--- config.mk ---
export PLATFORM = sky130hd
export DESIGN_NAME = recovery_executor
export DESIGN_NICKNAME = d
export VERILOG_FILES = /design/src/logic/recovery_pkg.sv /design/src/logic/recovery_cmd_fsm.sv /design/src/logic/recovery_csr_bank.sv /design/src/logic/recovery_indirect_fifo.sv /design/src/logic/recovery_executor.sv
export SDC_FILE = /design/constraint.sdc
export NUM_CORES = 1
export LEC_CHECK = 0
export BUFFER_PORTS_ARGS = -buffer_cell sky130_fd_sc_hd__buf_2
export CAP_MARGIN = 20
export CELL_PAD_IN_SITES_DETAIL_PLACEMENT = 1
export CELL_PAD_IN_SITES_GLOBAL_PLACEMENT = 1
export CORE_MARGIN = 2
export CORE_UTILIZATION = 45
export DETAILED_ROUTE_END_ITERATION = 8
export GPL_ROUTABILITY_DRIVEN = 1
export PLACE_DENSITY_LB_ADDON = 0.1
export SYNTH_ARGS = -nofsm -noshare
export SYNTH_HDL_FRONTEND = slang
export SYNTH_SLANG_ARGS = --single-unit
--- constraint.sdc ---
create_clock -name clk_i -period 3.3 [get_ports clk_i]
set_input_delay 0.495 -clock clk_i [delete_from_list [all_inputs] [get_ports clk_i]]
set_output_delay 0.495 -clock clk_i [all_outputs]
set_load 0.01 [all_outputs]
--- src/logic/recovery_pkg.sv ---
// Command and error codes, CSR word indices, CSR lengths, constants and port structs
package recovery_pkg;

  // Indirect FIFO geometry
  localparam int unsigned FifoDepth = 16;
  localparam int unsigned FifoIdxW = 4;
  localparam logic [15:0] MaxXferBytes = 16'd64;

  // Codes from here upward need recovery mode
  localparam logic [7:0] FirstRecoveryOnlyCmd = 8'd40;

  typedef enum logic [7:0] {
    CMD_PROT_CAP             = 8'd34,
    CMD_DEVICE_STATUS        = 8'd36,
    CMD_DEVICE_RESET         = 8'd37,
    CMD_RECOVERY_CTRL        = 8'd38,
    CMD_INDIRECT_FIFO_CTRL   = 8'd45,
    CMD_INDIRECT_FIFO_STATUS = 8'd46,
    CMD_INDIRECT_FIFO_DATA   = 8'd47
  } recovery_cmd_e;

  typedef enum logic [7:0] {
    ERR_OK        = 8'd0,
    ERR_READ_ONLY = 8'd1,
    ERR_PARAMETER = 8'd2,
    ERR_LENGTH    = 8'd3,
    ERR_CRC       = 8'd4
  } proto_err_e;

  // One entry per 32-bit CSR word
  typedef enum logic [3:0] {
    CSR_PROT_CAP_0    = 4'd0,
    CSR_PROT_CAP_1    = 4'd1,
    CSR_DEV_STATUS    = 4'd2,
    CSR_DEV_RESET     = 4'd3,
    CSR_REC_CTRL      = 4'd4,
    CSR_FIFO_CTRL     = 4'd5,
    CSR_FIFO_STATUS_0 = 4'd6,
    CSR_FIFO_STATUS_1 = 4'd7,
    CSR_FIFO_STATUS_2 = 4'd8,
    CSR_FIFO_STATUS_3 = 4'd9
  } csr_idx_e;

  // CSR lengths in bytes
  localparam logic [15:0] ProtCapLen = 16'd8;
  localparam logic [15:0] DeviceStatusLen = 16'd4;
  localparam logic [15:0] DeviceResetLen = 16'd3;
  localparam logic [15:0] RecoveryCtrlLen = 16'd3;
  localparam logic [15:0] FifoCtrlLen = 16'd2;
  localparam logic [15:0] FifoStatusLen = 16'd16;

  // "OCP " and "RECV", first character in the low byte
  localparam logic [31:0] MagicWord0 = 32'h2050_434F;
  localparam logic [31:0] MagicWord1 = 32'h5643_4552;

  localparam logic [7:0] ImageActivateCode = 8'h0F;
  localparam logic [7:0] FifoResetCode = 8'h01;

  typedef struct packed {
    recovery_cmd_e cmd;
    logic [15:0]   len;
    logic          is_rd;
    logic          crc_err;
  } cmd_req_t;

  typedef struct packed {
    logic        valid;
    csr_idx_e    idx;
    logic [31:0] data;
  } csr_wr_t;

  typedef struct packed {
    logic                full;
    logic                empty;
    logic [FifoIdxW-1:0] wr_idx;
    logic [FifoIdxW-1:0] rd_idx;
  } fifo_status_t;

  typedef struct packed {
    logic       valid;
    proto_err_e code;
  } proto_upd_t;

endpackage

--- src/logic/recovery_cmd_fsm.sv ---
// Command FSM with word and byte counters, write-data router and response serializer
`timescale 1ns/100ps

module recovery_cmd_fsm (
  input  logic                       clk_i,
  input  logic                       rst_ni,
  input  logic                       recovery_mode_i,
  input  logic                       cmd_valid_i,
  input  recovery_pkg::cmd_req_t     cmd_i,
  output logic                       cmd_ready_o,
  output logic                       cmd_done_o,
  input  logic                       rx_valid_i,
  input  logic [31:0]                rx_data_i,
  output logic                       rx_ready_o,
  output logic                       rx_clr_o,
  output logic                       res_valid_o,
  output logic [15:0]                res_len_o,
  input  logic                       res_ready_i,
  output logic                       res_dvalid_o,
  output logic [7:0]                 res_data_o,
  output logic                       res_dlast_o,
  input  logic                       res_dready_i,
  input  recovery_pkg::fifo_status_t fifo_status_i,
  input  logic [31:0]                csr_rdata_i,
  output recovery_pkg::csr_idx_e     csr_rd_idx_o,
  output recovery_pkg::csr_wr_t      csr_wr_o,
  output recovery_pkg::proto_upd_t   proto_upd_o,
  output logic                       fifo_push_o,
  output logic [31:0]                fifo_wdata_o
);
  import recovery_pkg::*;

  typedef enum logic [2:0] {
    Idle,
    CsrWrite,
    FifoWrite,
    RespHdr,
    RespData,
    Error,
    Done
  } state_e;

  state_e      state_q, state_d;
  csr_idx_e    csr_idx_q;
  proto_err_e  err_q;
  logic [15:0] len_q;
  logic [13:0] word_cnt_q;
  logic [15:0] byte_cnt_q;
  logic [1:0]  lane_q;

  logic        cmd_xfer, rx_xfer, byte_xfer;
  logic        cmd_known, cmd_read_only;
  csr_idx_e    first_idx;
  logic [15:0] csr_len;
  logic [13:0] num_words;
  proto_err_e  acc_err;
  logic [2:0]  tail_bytes, new_bytes;
  logic [31:0] wr_merged;

  // First CSR word and length of the addressed register
  always_comb begin
    cmd_known     = 1'b1;
    cmd_read_only = 1'b0;
    first_idx     = CSR_PROT_CAP_0;
    csr_len       = '0;
    case (cmd_i.cmd)
      CMD_PROT_CAP: begin
        csr_len       = ProtCapLen;
        cmd_read_only = 1'b1;
      end
      CMD_DEVICE_STATUS: begin
        first_idx     = CSR_DEV_STATUS;
        csr_len       = DeviceStatusLen;
        cmd_read_only = 1'b1;
      end
      CMD_DEVICE_RESET: begin
        first_idx = CSR_DEV_RESET;
        csr_len   = DeviceResetLen;
      end
      CMD_RECOVERY_CTRL: begin
        first_idx = CSR_REC_CTRL;
        csr_len   = RecoveryCtrlLen;
      end
      CMD_INDIRECT_FIFO_CTRL: begin
        first_idx = CSR_FIFO_CTRL;
        csr_len   = FifoCtrlLen;
      end
      CMD_INDIRECT_FIFO_STATUS: begin
        first_idx     = CSR_FIFO_STATUS_0;
        csr_len       = FifoStatusLen;
        cmd_read_only = 1'b1;
      end
      CMD_INDIRECT_FIFO_DATA: csr_len = MaxXferBytes;
      default: cmd_known = 1'b0;
    endcase
  end

  // Classification, first failing check wins
  always_comb begin
    acc_err = ERR_OK;
    if (cmd_i.crc_err) begin
      acc_err = ERR_CRC;
    end else if (!cmd_known || (cmd_i.cmd >= FirstRecoveryOnlyCmd && !recovery_mode_i) ||
                 (cmd_i.cmd == CMD_INDIRECT_FIFO_DATA && cmd_i.is_rd)) begin
      acc_err = ERR_PARAMETER;
    end else if (!cmd_i.is_rd && cmd_read_only) begin
      acc_err = ERR_READ_ONLY;
    end else if (!cmd_i.is_rd && cmd_i.len > csr_len) begin
      acc_err = ERR_LENGTH;
    end
  end

  // Length in words, rounded up
  assign num_words = cmd_i.len[15:2] + {13'd0, |cmd_i.len[1:0]};

  assign cmd_ready_o  = (state_q == Idle);
  assign cmd_xfer     = cmd_valid_i && cmd_ready_o;
  assign rx_ready_o   = (state_q == CsrWrite) || (state_q == FifoWrite && !fifo_status_i.full);
  assign rx_xfer      = rx_valid_i && rx_ready_o;
  assign res_valid_o  = (state_q == RespHdr);
  assign res_dvalid_o = (state_q == RespData);
  assign byte_xfer    = res_dvalid_o && res_dready_i;

  always_comb begin
    state_d = state_q;
    case (state_q)
      Idle: begin
        if (cmd_xfer) begin
          if (acc_err != ERR_OK) state_d = Error;
          else if (cmd_i.is_rd) state_d = RespHdr;
          else if (num_words == '0) state_d = Done;
          else if (cmd_i.cmd == CMD_INDIRECT_FIFO_DATA) state_d = FifoWrite;
          else state_d = CsrWrite;
        end
      end
      CsrWrite, FifoWrite: if (rx_xfer && word_cnt_q == 14'd1) state_d = Done;
      RespHdr: if (res_ready_i) state_d = RespData;
      RespData: if (byte_xfer && byte_cnt_q == 16'd1) state_d = Done;
      Error: state_d = Done;
      default: state_d = Idle;
    endcase
  end

  always_ff @(posedge clk_i or negedge rst_ni) begin
    if (!rst_ni) begin
      state_q    <= Idle;
      csr_idx_q  <= CSR_PROT_CAP_0;
      err_q      <= ERR_OK;
      len_q      <= '0;
      word_cnt_q <= '0;
      byte_cnt_q <= '0;
      lane_q     <= '0;
    end else begin
      state_q <= state_d;
      if (cmd_xfer) begin
        csr_idx_q  <= first_idx;
        err_q      <= acc_err;
        len_q      <= cmd_i.is_rd ? csr_len : cmd_i.len;
        word_cnt_q <= num_words;
        byte_cnt_q <= csr_len;
        lane_q     <= '0;
      end
      if (rx_xfer) begin
        word_cnt_q <= word_cnt_q - 14'd1;
        csr_idx_q  <= csr_idx_e'(csr_idx_q + 4'd1);
      end
      if (byte_xfer) begin
        byte_cnt_q <= byte_cnt_q - 16'd1;
        lane_q     <= lane_q + 2'd1;
        if (lane_q == 2'd3) csr_idx_q <= csr_idx_e'(csr_idx_q + 4'd1);
      end
    end
  end

  // Partial last word keeps the old upper bytes of the CSR
  always_comb begin
    tail_bytes = (len_q[1:0] == 2'd0) ? 3'd4 : {1'b0, len_q[1:0]};
    new_bytes  = (word_cnt_q == 14'd1) ? tail_bytes : 3'd4;
    for (int b = 0; b < 4; b++) begin
      wr_merged[8*b +: 8] = (3'(b) < new_bytes) ? rx_data_i[8*b +: 8] : csr_rdata_i[8*b +: 8];
    end
  end

  assign csr_rd_idx_o   = csr_idx_q;
  assign csr_wr_o.valid = rx_xfer && (state_q == CsrWrite);
  assign csr_wr_o.idx   = csr_idx_q;
  assign csr_wr_o.data  = wr_merged;
  assign fifo_push_o    = rx_xfer && (state_q == FifoWrite);
  assign fifo_wdata_o   = rx_data_i;

  // Response header and byte stream, low byte first
  assign res_len_o   = len_q;
  assign res_data_o  = csr_rdata_i[8*lane_q +: 8];
  assign res_dlast_o = res_dvalid_o && (byte_cnt_q == 16'd1);

  assign rx_clr_o          = (state_q == Error);
  assign cmd_done_o        = (state_q == Done);
  assign proto_upd_o.valid = (state_q == Done);
  assign proto_upd_o.code  = err_q;

endmodule

--- src/logic/recovery_csr_bank.sv ---
// Recovery CSR storage, read-word mux, protocol status byte, FIFO reset pulse and activation
`timescale 1ns/100ps

module recovery_csr_bank (
  input  logic                       clk_i,
  input  logic                       rst_ni,
  input  recovery_pkg::csr_wr_t      csr_wr_i,
  input  recovery_pkg::csr_idx_e     csr_rd_idx_i,
  input  recovery_pkg::proto_upd_t   proto_upd_i,
  input  recovery_pkg::fifo_status_t fifo_status_i,
  output logic [31:0]                csr_rdata_o,
  output logic                       fifo_clr_o,
  output logic                       image_activated_o
);
  import recovery_pkg::*;

  // DEVICE_RESET and RECOVERY_CTRL hold three bytes
  logic [23:0] dev_reset_q;
  logic [23:0] rec_ctrl_q;
  // Byte 0 is CMS, byte 1 is the reset request
  logic [15:0] fifo_ctrl_q;
  logic [7:0]  proto_q;

  logic        fifo_ctrl_wr;

  assign fifo_ctrl_wr = csr_wr_i.valid && (csr_wr_i.idx == CSR_FIFO_CTRL);

  always_ff @(posedge clk_i or negedge rst_ni) begin
    if (!rst_ni) begin
      dev_reset_q <= '0;
      rec_ctrl_q  <= '0;
    end else if (csr_wr_i.valid) begin
      case (csr_wr_i.idx)
        CSR_DEV_RESET: dev_reset_q <= csr_wr_i.data[23:0];
        CSR_REC_CTRL:  rec_ctrl_q <= csr_wr_i.data[23:0];
        default: ;
      endcase
    end
  end

  // Reset byte clears itself on the edge after it was set
  always_ff @(posedge clk_i or negedge rst_ni) begin
    if (!rst_ni) begin
      fifo_ctrl_q <= '0;
    end else if (fifo_ctrl_wr) begin
      fifo_ctrl_q <= csr_wr_i.data[15:0];
    end else if (|fifo_ctrl_q[15:8]) begin
      fifo_ctrl_q[15:8] <= '0;
    end
  end

  // Status of the last finished command
  always_ff @(posedge clk_i or negedge rst_ni) begin
    if (!rst_ni) begin
      proto_q <= '0;
    end else if (proto_upd_i.valid) begin
      proto_q <= proto_upd_i.code;
    end
  end

  assign fifo_clr_o        = (fifo_ctrl_q[15:8] == FifoResetCode);
  assign image_activated_o = (rec_ctrl_q[23:16] == ImageActivateCode);

  always_comb begin
    case (csr_rd_idx_i)
      CSR_PROT_CAP_0:    csr_rdata_o = MagicWord0;
      CSR_PROT_CAP_1:    csr_rdata_o = MagicWord1;
      CSR_DEV_STATUS:    csr_rdata_o = {16'd0, proto_q, 8'd0};
      CSR_DEV_RESET:     csr_rdata_o = {8'd0, dev_reset_q};
      CSR_REC_CTRL:      csr_rdata_o = {8'd0, rec_ctrl_q};
      CSR_FIFO_CTRL:     csr_rdata_o = {16'd0, fifo_ctrl_q};
      CSR_FIFO_STATUS_0: csr_rdata_o = {30'd0, fifo_status_i.full, fifo_status_i.empty};
      CSR_FIFO_STATUS_1: csr_rdata_o = 32'(fifo_status_i.wr_idx);
      CSR_FIFO_STATUS_2: csr_rdata_o = 32'(fifo_status_i.rd_idx);
      CSR_FIFO_STATUS_3: csr_rdata_o = 32'(FifoDepth);
      default:           csr_rdata_o = '0;
    endcase
  end

endmodule

--- src/logic/recovery_indirect_fifo.sv ---
// Indirect FIFO storage with wrapping indices, clear, full and empty flags and payload flag
`timescale 1ns/100ps

module recovery_indirect_fifo (
  input  logic                       clk_i,
  input  logic                       rst_ni,
  input  logic                       push_i,
  input  logic [31:0]                wdata_i,
  input  logic                       clr_i,
  input  logic                       image_activated_i,
  input  logic                       rreq_i,
  output logic                       rvalid_o,
  output logic [31:0]                rdata_o,
  output recovery_pkg::fifo_status_t status_o,
  output logic                       payload_available_o
);
  import recovery_pkg::*;

  logic [31:0]         mem_q [FifoDepth];
  logic [FifoIdxW-1:0] wr_idx_q, rd_idx_q;
  logic [FifoIdxW:0]   count_q;
  logic [31:0]         rdata_q;
  logic                rvalid_q;
  logic                payload_q;

  logic full, empty, do_push, do_pop;

  function automatic logic [FifoIdxW-1:0] next_idx(input logic [FifoIdxW-1:0] idx);
    next_idx = (idx == FifoIdxW'(FifoDepth - 1)) ? '0 : idx + 1'b1;
  endfunction

  assign full    = (count_q == (FifoIdxW + 1)'(FifoDepth));
  assign empty   = (count_q == '0);
  assign do_push = push_i && !full;
  assign do_pop  = rreq_i && !empty;

  always_ff @(posedge clk_i or negedge rst_ni) begin
    if (!rst_ni) begin
      wr_idx_q <= '0;
      rd_idx_q <= '0;
      count_q  <= '0;
    end else if (clr_i) begin
      wr_idx_q <= '0;
      rd_idx_q <= '0;
      count_q  <= '0;
    end else begin
      if (do_push) wr_idx_q <= next_idx(wr_idx_q);
      if (do_pop) rd_idx_q <= next_idx(rd_idx_q);
      if (do_push && !do_pop) count_q <= count_q + 1'b1;
      else if (do_pop && !do_push) count_q <= count_q - 1'b1;
    end
  end

  // Storage and read data
  always_ff @(posedge clk_i) begin
    if (do_push) mem_q[wr_idx_q] <= wdata_i;
    if (do_pop) rdata_q <= mem_q[rd_idx_q];
  end

  // Read answer one cycle after the request, dropped when empty
  always_ff @(posedge clk_i or negedge rst_ni) begin
    if (!rst_ni) rvalid_q <= 1'b0;
    else rvalid_q <= do_pop;
  end

  // Full image, or activated with data left
  always_ff @(posedge clk_i or negedge rst_ni) begin
    if (!rst_ni) payload_q <= 1'b0;
    else if (full || (image_activated_i && !empty)) payload_q <= 1'b1;
    else if (empty) payload_q <= 1'b0;
  end

  assign rvalid_o            = rvalid_q;
  assign rdata_o             = rdata_q;
  assign payload_available_o = payload_q;

  assign status_o.full   = full;
  assign status_o.empty  = empty;
  assign status_o.wr_idx = wr_idx_q;
  assign status_o.rd_idx = rd_idx_q;

endmodule

--- src/logic/recovery_executor.sv ---
// Recovery executor top level joining command FSM, CSR bank and indirect FIFO
`timescale 1ns/100ps

module recovery_executor (
  input  logic                   clk_i,
  input  logic                   rst_ni,
  input  logic                   recovery_mode_i,
  input  logic                   cmd_valid_i,
  input  recovery_pkg::cmd_req_t cmd_i,
  output logic                   cmd_ready_o,
  output logic                   cmd_done_o,
  input  logic                   rx_valid_i,
  input  logic [31:0]            rx_data_i,
  output logic                   rx_ready_o,
  output logic                   rx_clr_o,
  output logic                   res_valid_o,
  output logic [15:0]            res_len_o,
  input  logic                   res_ready_i,
  output logic                   res_dvalid_o,
  output logic [7:0]             res_data_o,
  output logic                   res_dlast_o,
  input  logic                   res_dready_i,
  input  logic                   ifd_rreq_i,
  output logic                   ifd_rvalid_o,
  output logic [31:0]            ifd_rdata_o,
  output logic                   payload_available_o
);
  import recovery_pkg::*;

  csr_wr_t      csr_wr;
  csr_idx_e     csr_rd_idx;
  logic [31:0]  csr_rdata;
  proto_upd_t   proto_upd;
  fifo_status_t fifo_status;
  logic         fifo_push;
  logic [31:0]  fifo_wdata;
  logic         fifo_clr;
  logic         image_activated;

  recovery_cmd_fsm u_cmd_fsm (
    .clk_i,
    .rst_ni,
    .recovery_mode_i,
    .cmd_valid_i,
    .cmd_i,
    .cmd_ready_o,
    .cmd_done_o,
    .rx_valid_i,
    .rx_data_i,
    .rx_ready_o,
    .rx_clr_o,
    .res_valid_o,
    .res_len_o,
    .res_ready_i,
    .res_dvalid_o,
    .res_data_o,
    .res_dlast_o,
    .res_dready_i,
    .fifo_status_i (fifo_status),
    .csr_rdata_i   (csr_rdata),
    .csr_rd_idx_o  (csr_rd_idx),
    .csr_wr_o      (csr_wr),
    .proto_upd_o   (proto_upd),
    .fifo_push_o   (fifo_push),
    .fifo_wdata_o  (fifo_wdata)
  );

  recovery_csr_bank u_csr_bank (
    .clk_i,
    .rst_ni,
    .csr_wr_i          (csr_wr),
    .csr_rd_idx_i      (csr_rd_idx),
    .proto_upd_i       (proto_upd),
    .fifo_status_i     (fifo_status),
    .csr_rdata_o       (csr_rdata),
    .fifo_clr_o        (fifo_clr),
    .image_activated_o (image_activated)
  );

  recovery_indirect_fifo u_indirect_fifo (
    .clk_i,
    .rst_ni,
    .push_i              (fifo_push),
    .wdata_i             (fifo_wdata),
    .clr_i               (fifo_clr),
    .image_activated_i   (image_activated),
    .rreq_i              (ifd_rreq_i),
    .rvalid_o            (ifd_rvalid_o),
    .rdata_o             (ifd_rdata_o),
    .status_o            (fifo_status),
    .payload_available_o (payload_available_o)
  );

endmodule

==> run metrics <==
antenna cells 0; DP Area 0.0310 mm2; Setup crit end res_data_o[4]; synth unique cells 72; dpl ws -0.224 ns; xor and xnor area share after synthesis 0.765%; NetSw 8.65 mW; Least-Margin Pin Slew 0.981 ns; first-pass GRT wire length 117000 um; vias 17500; leakage power 12.1 nW; FP Rows 92; Clock Power Share 29.1%; FF-to-FF End u_indirect_fifo.mem_q[1][15]$_DFFE_PP_; Pre-antenna DRT Iters 5; CP Launch Point u_cmd_fsm.csr_rd_idx_o[1]$_DFF_PN0_; Synth area leaders edfxtp_1, dfrtp_1, mux4_2; Synth Net Count 1993; core region area 0.0630 mm2; Slew headroom 32.9%; fill count 6105; worst path arrival time 2.72 ns; die width 256 um; post-detailed-route count of antenna-violating nets 0; post-synthesis adder-cell area fraction 1.16%; DIE AREA 0.0656 mm2; Initial Utilization 45.4%; Via-to-Cell Ratio 5.81; RSZ-0062 raised after global routing yes; post-DP HPWL 47900 um; largest net degree at the start of global routing 68; Mapped Cells 1901; r2r setup slk 0.38 ns; slack of the critical path 0.0897 ns; initial antenna violation count 3; Maximum Capacitance Violations 0; Final min period 3.21 ns; Final #Nets 2198; worst hold path type in -> reg; TritonCTS Buffers 73; cell area power density 797 mW/mm2; Finished Layout Cells 3006; WL final 76400 um; Switching Fraction 32.5%; Max Fclk 311 MHz; Peak VDD IR 0.000447 V; share of the synthesized area in the top cell type 57.1%; Primary FF master, synth edfxtp_1; wire per inst 25.4 um; vias in the first global route 18800; CP Capture Type output pin; drt initial violations 1369; Cell Area, Synth 0.0286 mm2; placed insts 2867; Syn-to-layout area delta 16.6%; Design Power 26.6 mW; mux cell area share after synthesis 11.7%; Yosys reg bits 684; Gate power share 29.5%; Avg Inst Size Synth 15.1 um2; CP max FO 8; worst-skew pair later-pin latency 0.61 ns; CP startpoint kind flip-flop; Post-Synth Simple-Gate Area 6.65%; Port Buf Inserts 130; asr flop ratio synth 20.5%; Worst Hold Launch cmd_i[0]; CP Data Required Time 2.80 ns; Compound-Gate Fraction of Synth Area 8.56%; Clock transition at path regs 0.06 ns; Die Ht 256 um; area leader, netlist edfxtp_1; tightest hold margin 0.151 ns; R2R cell count 7; CTS tree done; Max Buffers Root-to-Sink 3; GRT Total Usage 23.6%; critical path type reg -> out; Flop pwr share 41.3%; final instance area 0.0334 mm2; CTS Sinks 684; reg2reg start u_indirect_fifo.count_q[0]$_DFFE_PN0P_; total grt overflow 0; Ys Warns 0; H-tree Lvls 3; layout cells sized above 1 23.6%; largest family of logic cells by synthesized area multiplexers; Layout Skew 0.0341 ns; sequential fraction of the synthesis area 69.3%; CTS root buf clkbuf_16; internal power 17.9 mW; DRC Markers 0; RD Place Congestion 0.858; I/O Pins 131; number of synthesized flops with an enable pin 544; Max Slew Vio Count 0; crit share post-route 97.3%; final hold vios 0; # setup viols final 0; status finished clean
## flip-flops by register name, summed over array words and instances, names as in the netlist, 5 cells and up
| name | cells |
|---|---|
| u_indirect_fifo.rdata_o | 32 |
| u_csr_bank.rec_ctrl_q | 24 |
| u_cmd_fsm.res_len_o | 16 |
| u_cmd_fsm.byte_cnt_q | 16 |
| u_indirect_fifo.count_q | 5 |
| u_cmd_fsm.word_cnt_q | 14 |
| u_indirect_fifo.mem_q | 512 |
| u_csr_bank.fifo_ctrl_q | 16 |
| u_csr_bank.dev_reset_q | 24 |
## layout make-up
cell class              count  area [um2]  area share (%)
flip-flops and latches    684       19800            59.5
multi-input cells        1081        8370            25.1
clock buffers              94        1940            5.81
repair buffers            240        1750            5.25
well taps                 846        1060            3.17
clock inverters            35         287           0.859
inverters                  26        97.6           0.293
## worst max-delay path: stages, from the launching register on
cell	delay, ns
dfrtp_1	0.39
buf_4	0.15
ha_1	0.18
nor3b_2	0.16
buf_6	0.15
a222oi_1	0.30
buf_4	0.18
o21ai_0	0.08
a22oi_1	0.23
o31ai_1	0.13
buf_2	0.17
## power by group through the flow
| stage | clock network (mW) | logic, mW | registers (mW) |
|---|---|---|---|
| 2_1_floorplan | 0 | 4.96 | 11.0 |
| 3_3_place_gp | 0 | 7.64 | 11.1 |
| 3_5_place_dp | 0 | 7.82 | 11.2 |
| 4_1_cts | 7.92 | 7.88 | 11.0 |
| 5_1_grt | 8.24 | 8.63 | 11.1 |
| 6_report | 7.74 | 7.86 | 11.0 |
## routing by layer
layer | routed length (um) | GRT usage, % | up-vias | part of all wire (%)
li1 | - | - | 7814 | -
met1 | 33400 | 32.0 | 9183 | 44
met2 | 38100 | 40.3 | 382 | 50
met3 | 3570 | 3.30 | 74 | 4.7
met4 | 1300 | 5.73 | 2 | 1.7
met5 | 14 | 0 | - | 0.018
## synth_stat cells, drive strengths merged (5+ instances only)
cell	number
a21o	8
nand3	18
or4	7
a21oi	75
xor2	6
o21ai	143
a22oi	40
and3	14
edfxtp	544
or2	9
o311ai	5
nor3	17
nand2	185
o211ai	10
a222oi	7
nor3b	5
dfrtp	140
xnor2	19
a22o	7
mux2	56
a221o	8
or3	5
a221oi	38
nor2	72
mux4	64
inv	25
ha	25
and2	14
and4	5
clkbuf	94
buf	16
nand4	9
nor4	12
a31oi	5
mux2i	127
o31ai	5
nand2b	9
o221ai	5
nor2b	9
## worst min path at each step
| stage | endpoint | slack, ns | cells past startpoint |
|---|---|---|---|
| after floorplan | u_cmd_fsm.byte_cnt_q[0]$_DFFE_PN0P_ | 0.20 | 0 |
| after global placement | u_cmd_fsm.res_len_o[12]$_DFFE_PN0P_ | 0.46 | 2 |
| after detailed placement | u_cmd_fsm.err_q[1]$_DFFE_PN0P_ | 0.47 | 2 |
| after CTS | u_cmd_fsm.err_q[1]$_DFFE_PN0P_ | 0.13 | 2 |
| after global routing | u_cmd_fsm.err_q[1]$_DFFE_PN0P_ | 0.17 | 2 |
| final | u_cmd_fsm.err_q[1]$_DFFE_PN0P_ | 0.15 | 2 |
## what timing repair did
item,CTS,global route
buffers inserted,3,5
resized for setup,8,11
hold buffers,1,0
setup endpoints to repair,8,8
endpoints found under the hold margin,60,0
pin swaps,2,9
## logic make-up (layout without fill, tap and decap cells)
logic type	count (synthesis)	count (layout)
multiplexers	247	247
XOR/XNOR	25	25
adder cells (fa/ha/maj)	26	26
AO/OA/AOI/OAI	383	383
AND/OR/NAND/NOR	400	400
buffers and inverters	136	395
flip-flops	684	684
## placed cells by master (no fill, tap or decap), drive strengths merged, types with 17 or more instances in the layout
master	n
a21oi	75
a221oi	38
a22oi	40
buf	239
clkbuf	94
clkinv	25
dfrtp	140
edfxtp	544
ha	25
inv	29
mux2	56
mux2i	127
mux4	64
nand2	185
nand3	18
nor2	72
nor3	17
o21ai	143
xnor2	19
## per-stage QoR
stage / TNS [ns] / utilization (%)
2_1_floorplan: 0 / -
3_3_place_gp: -0.195 / 49.2
3_5_place_dp: -0.305 / 49.2
4_1_cts: 0 / 52.8
5_1_grt: -0.114 / 53.0
6_report: 0 / 53.0
Note: power is estimated with default switching activity, not from simulation.
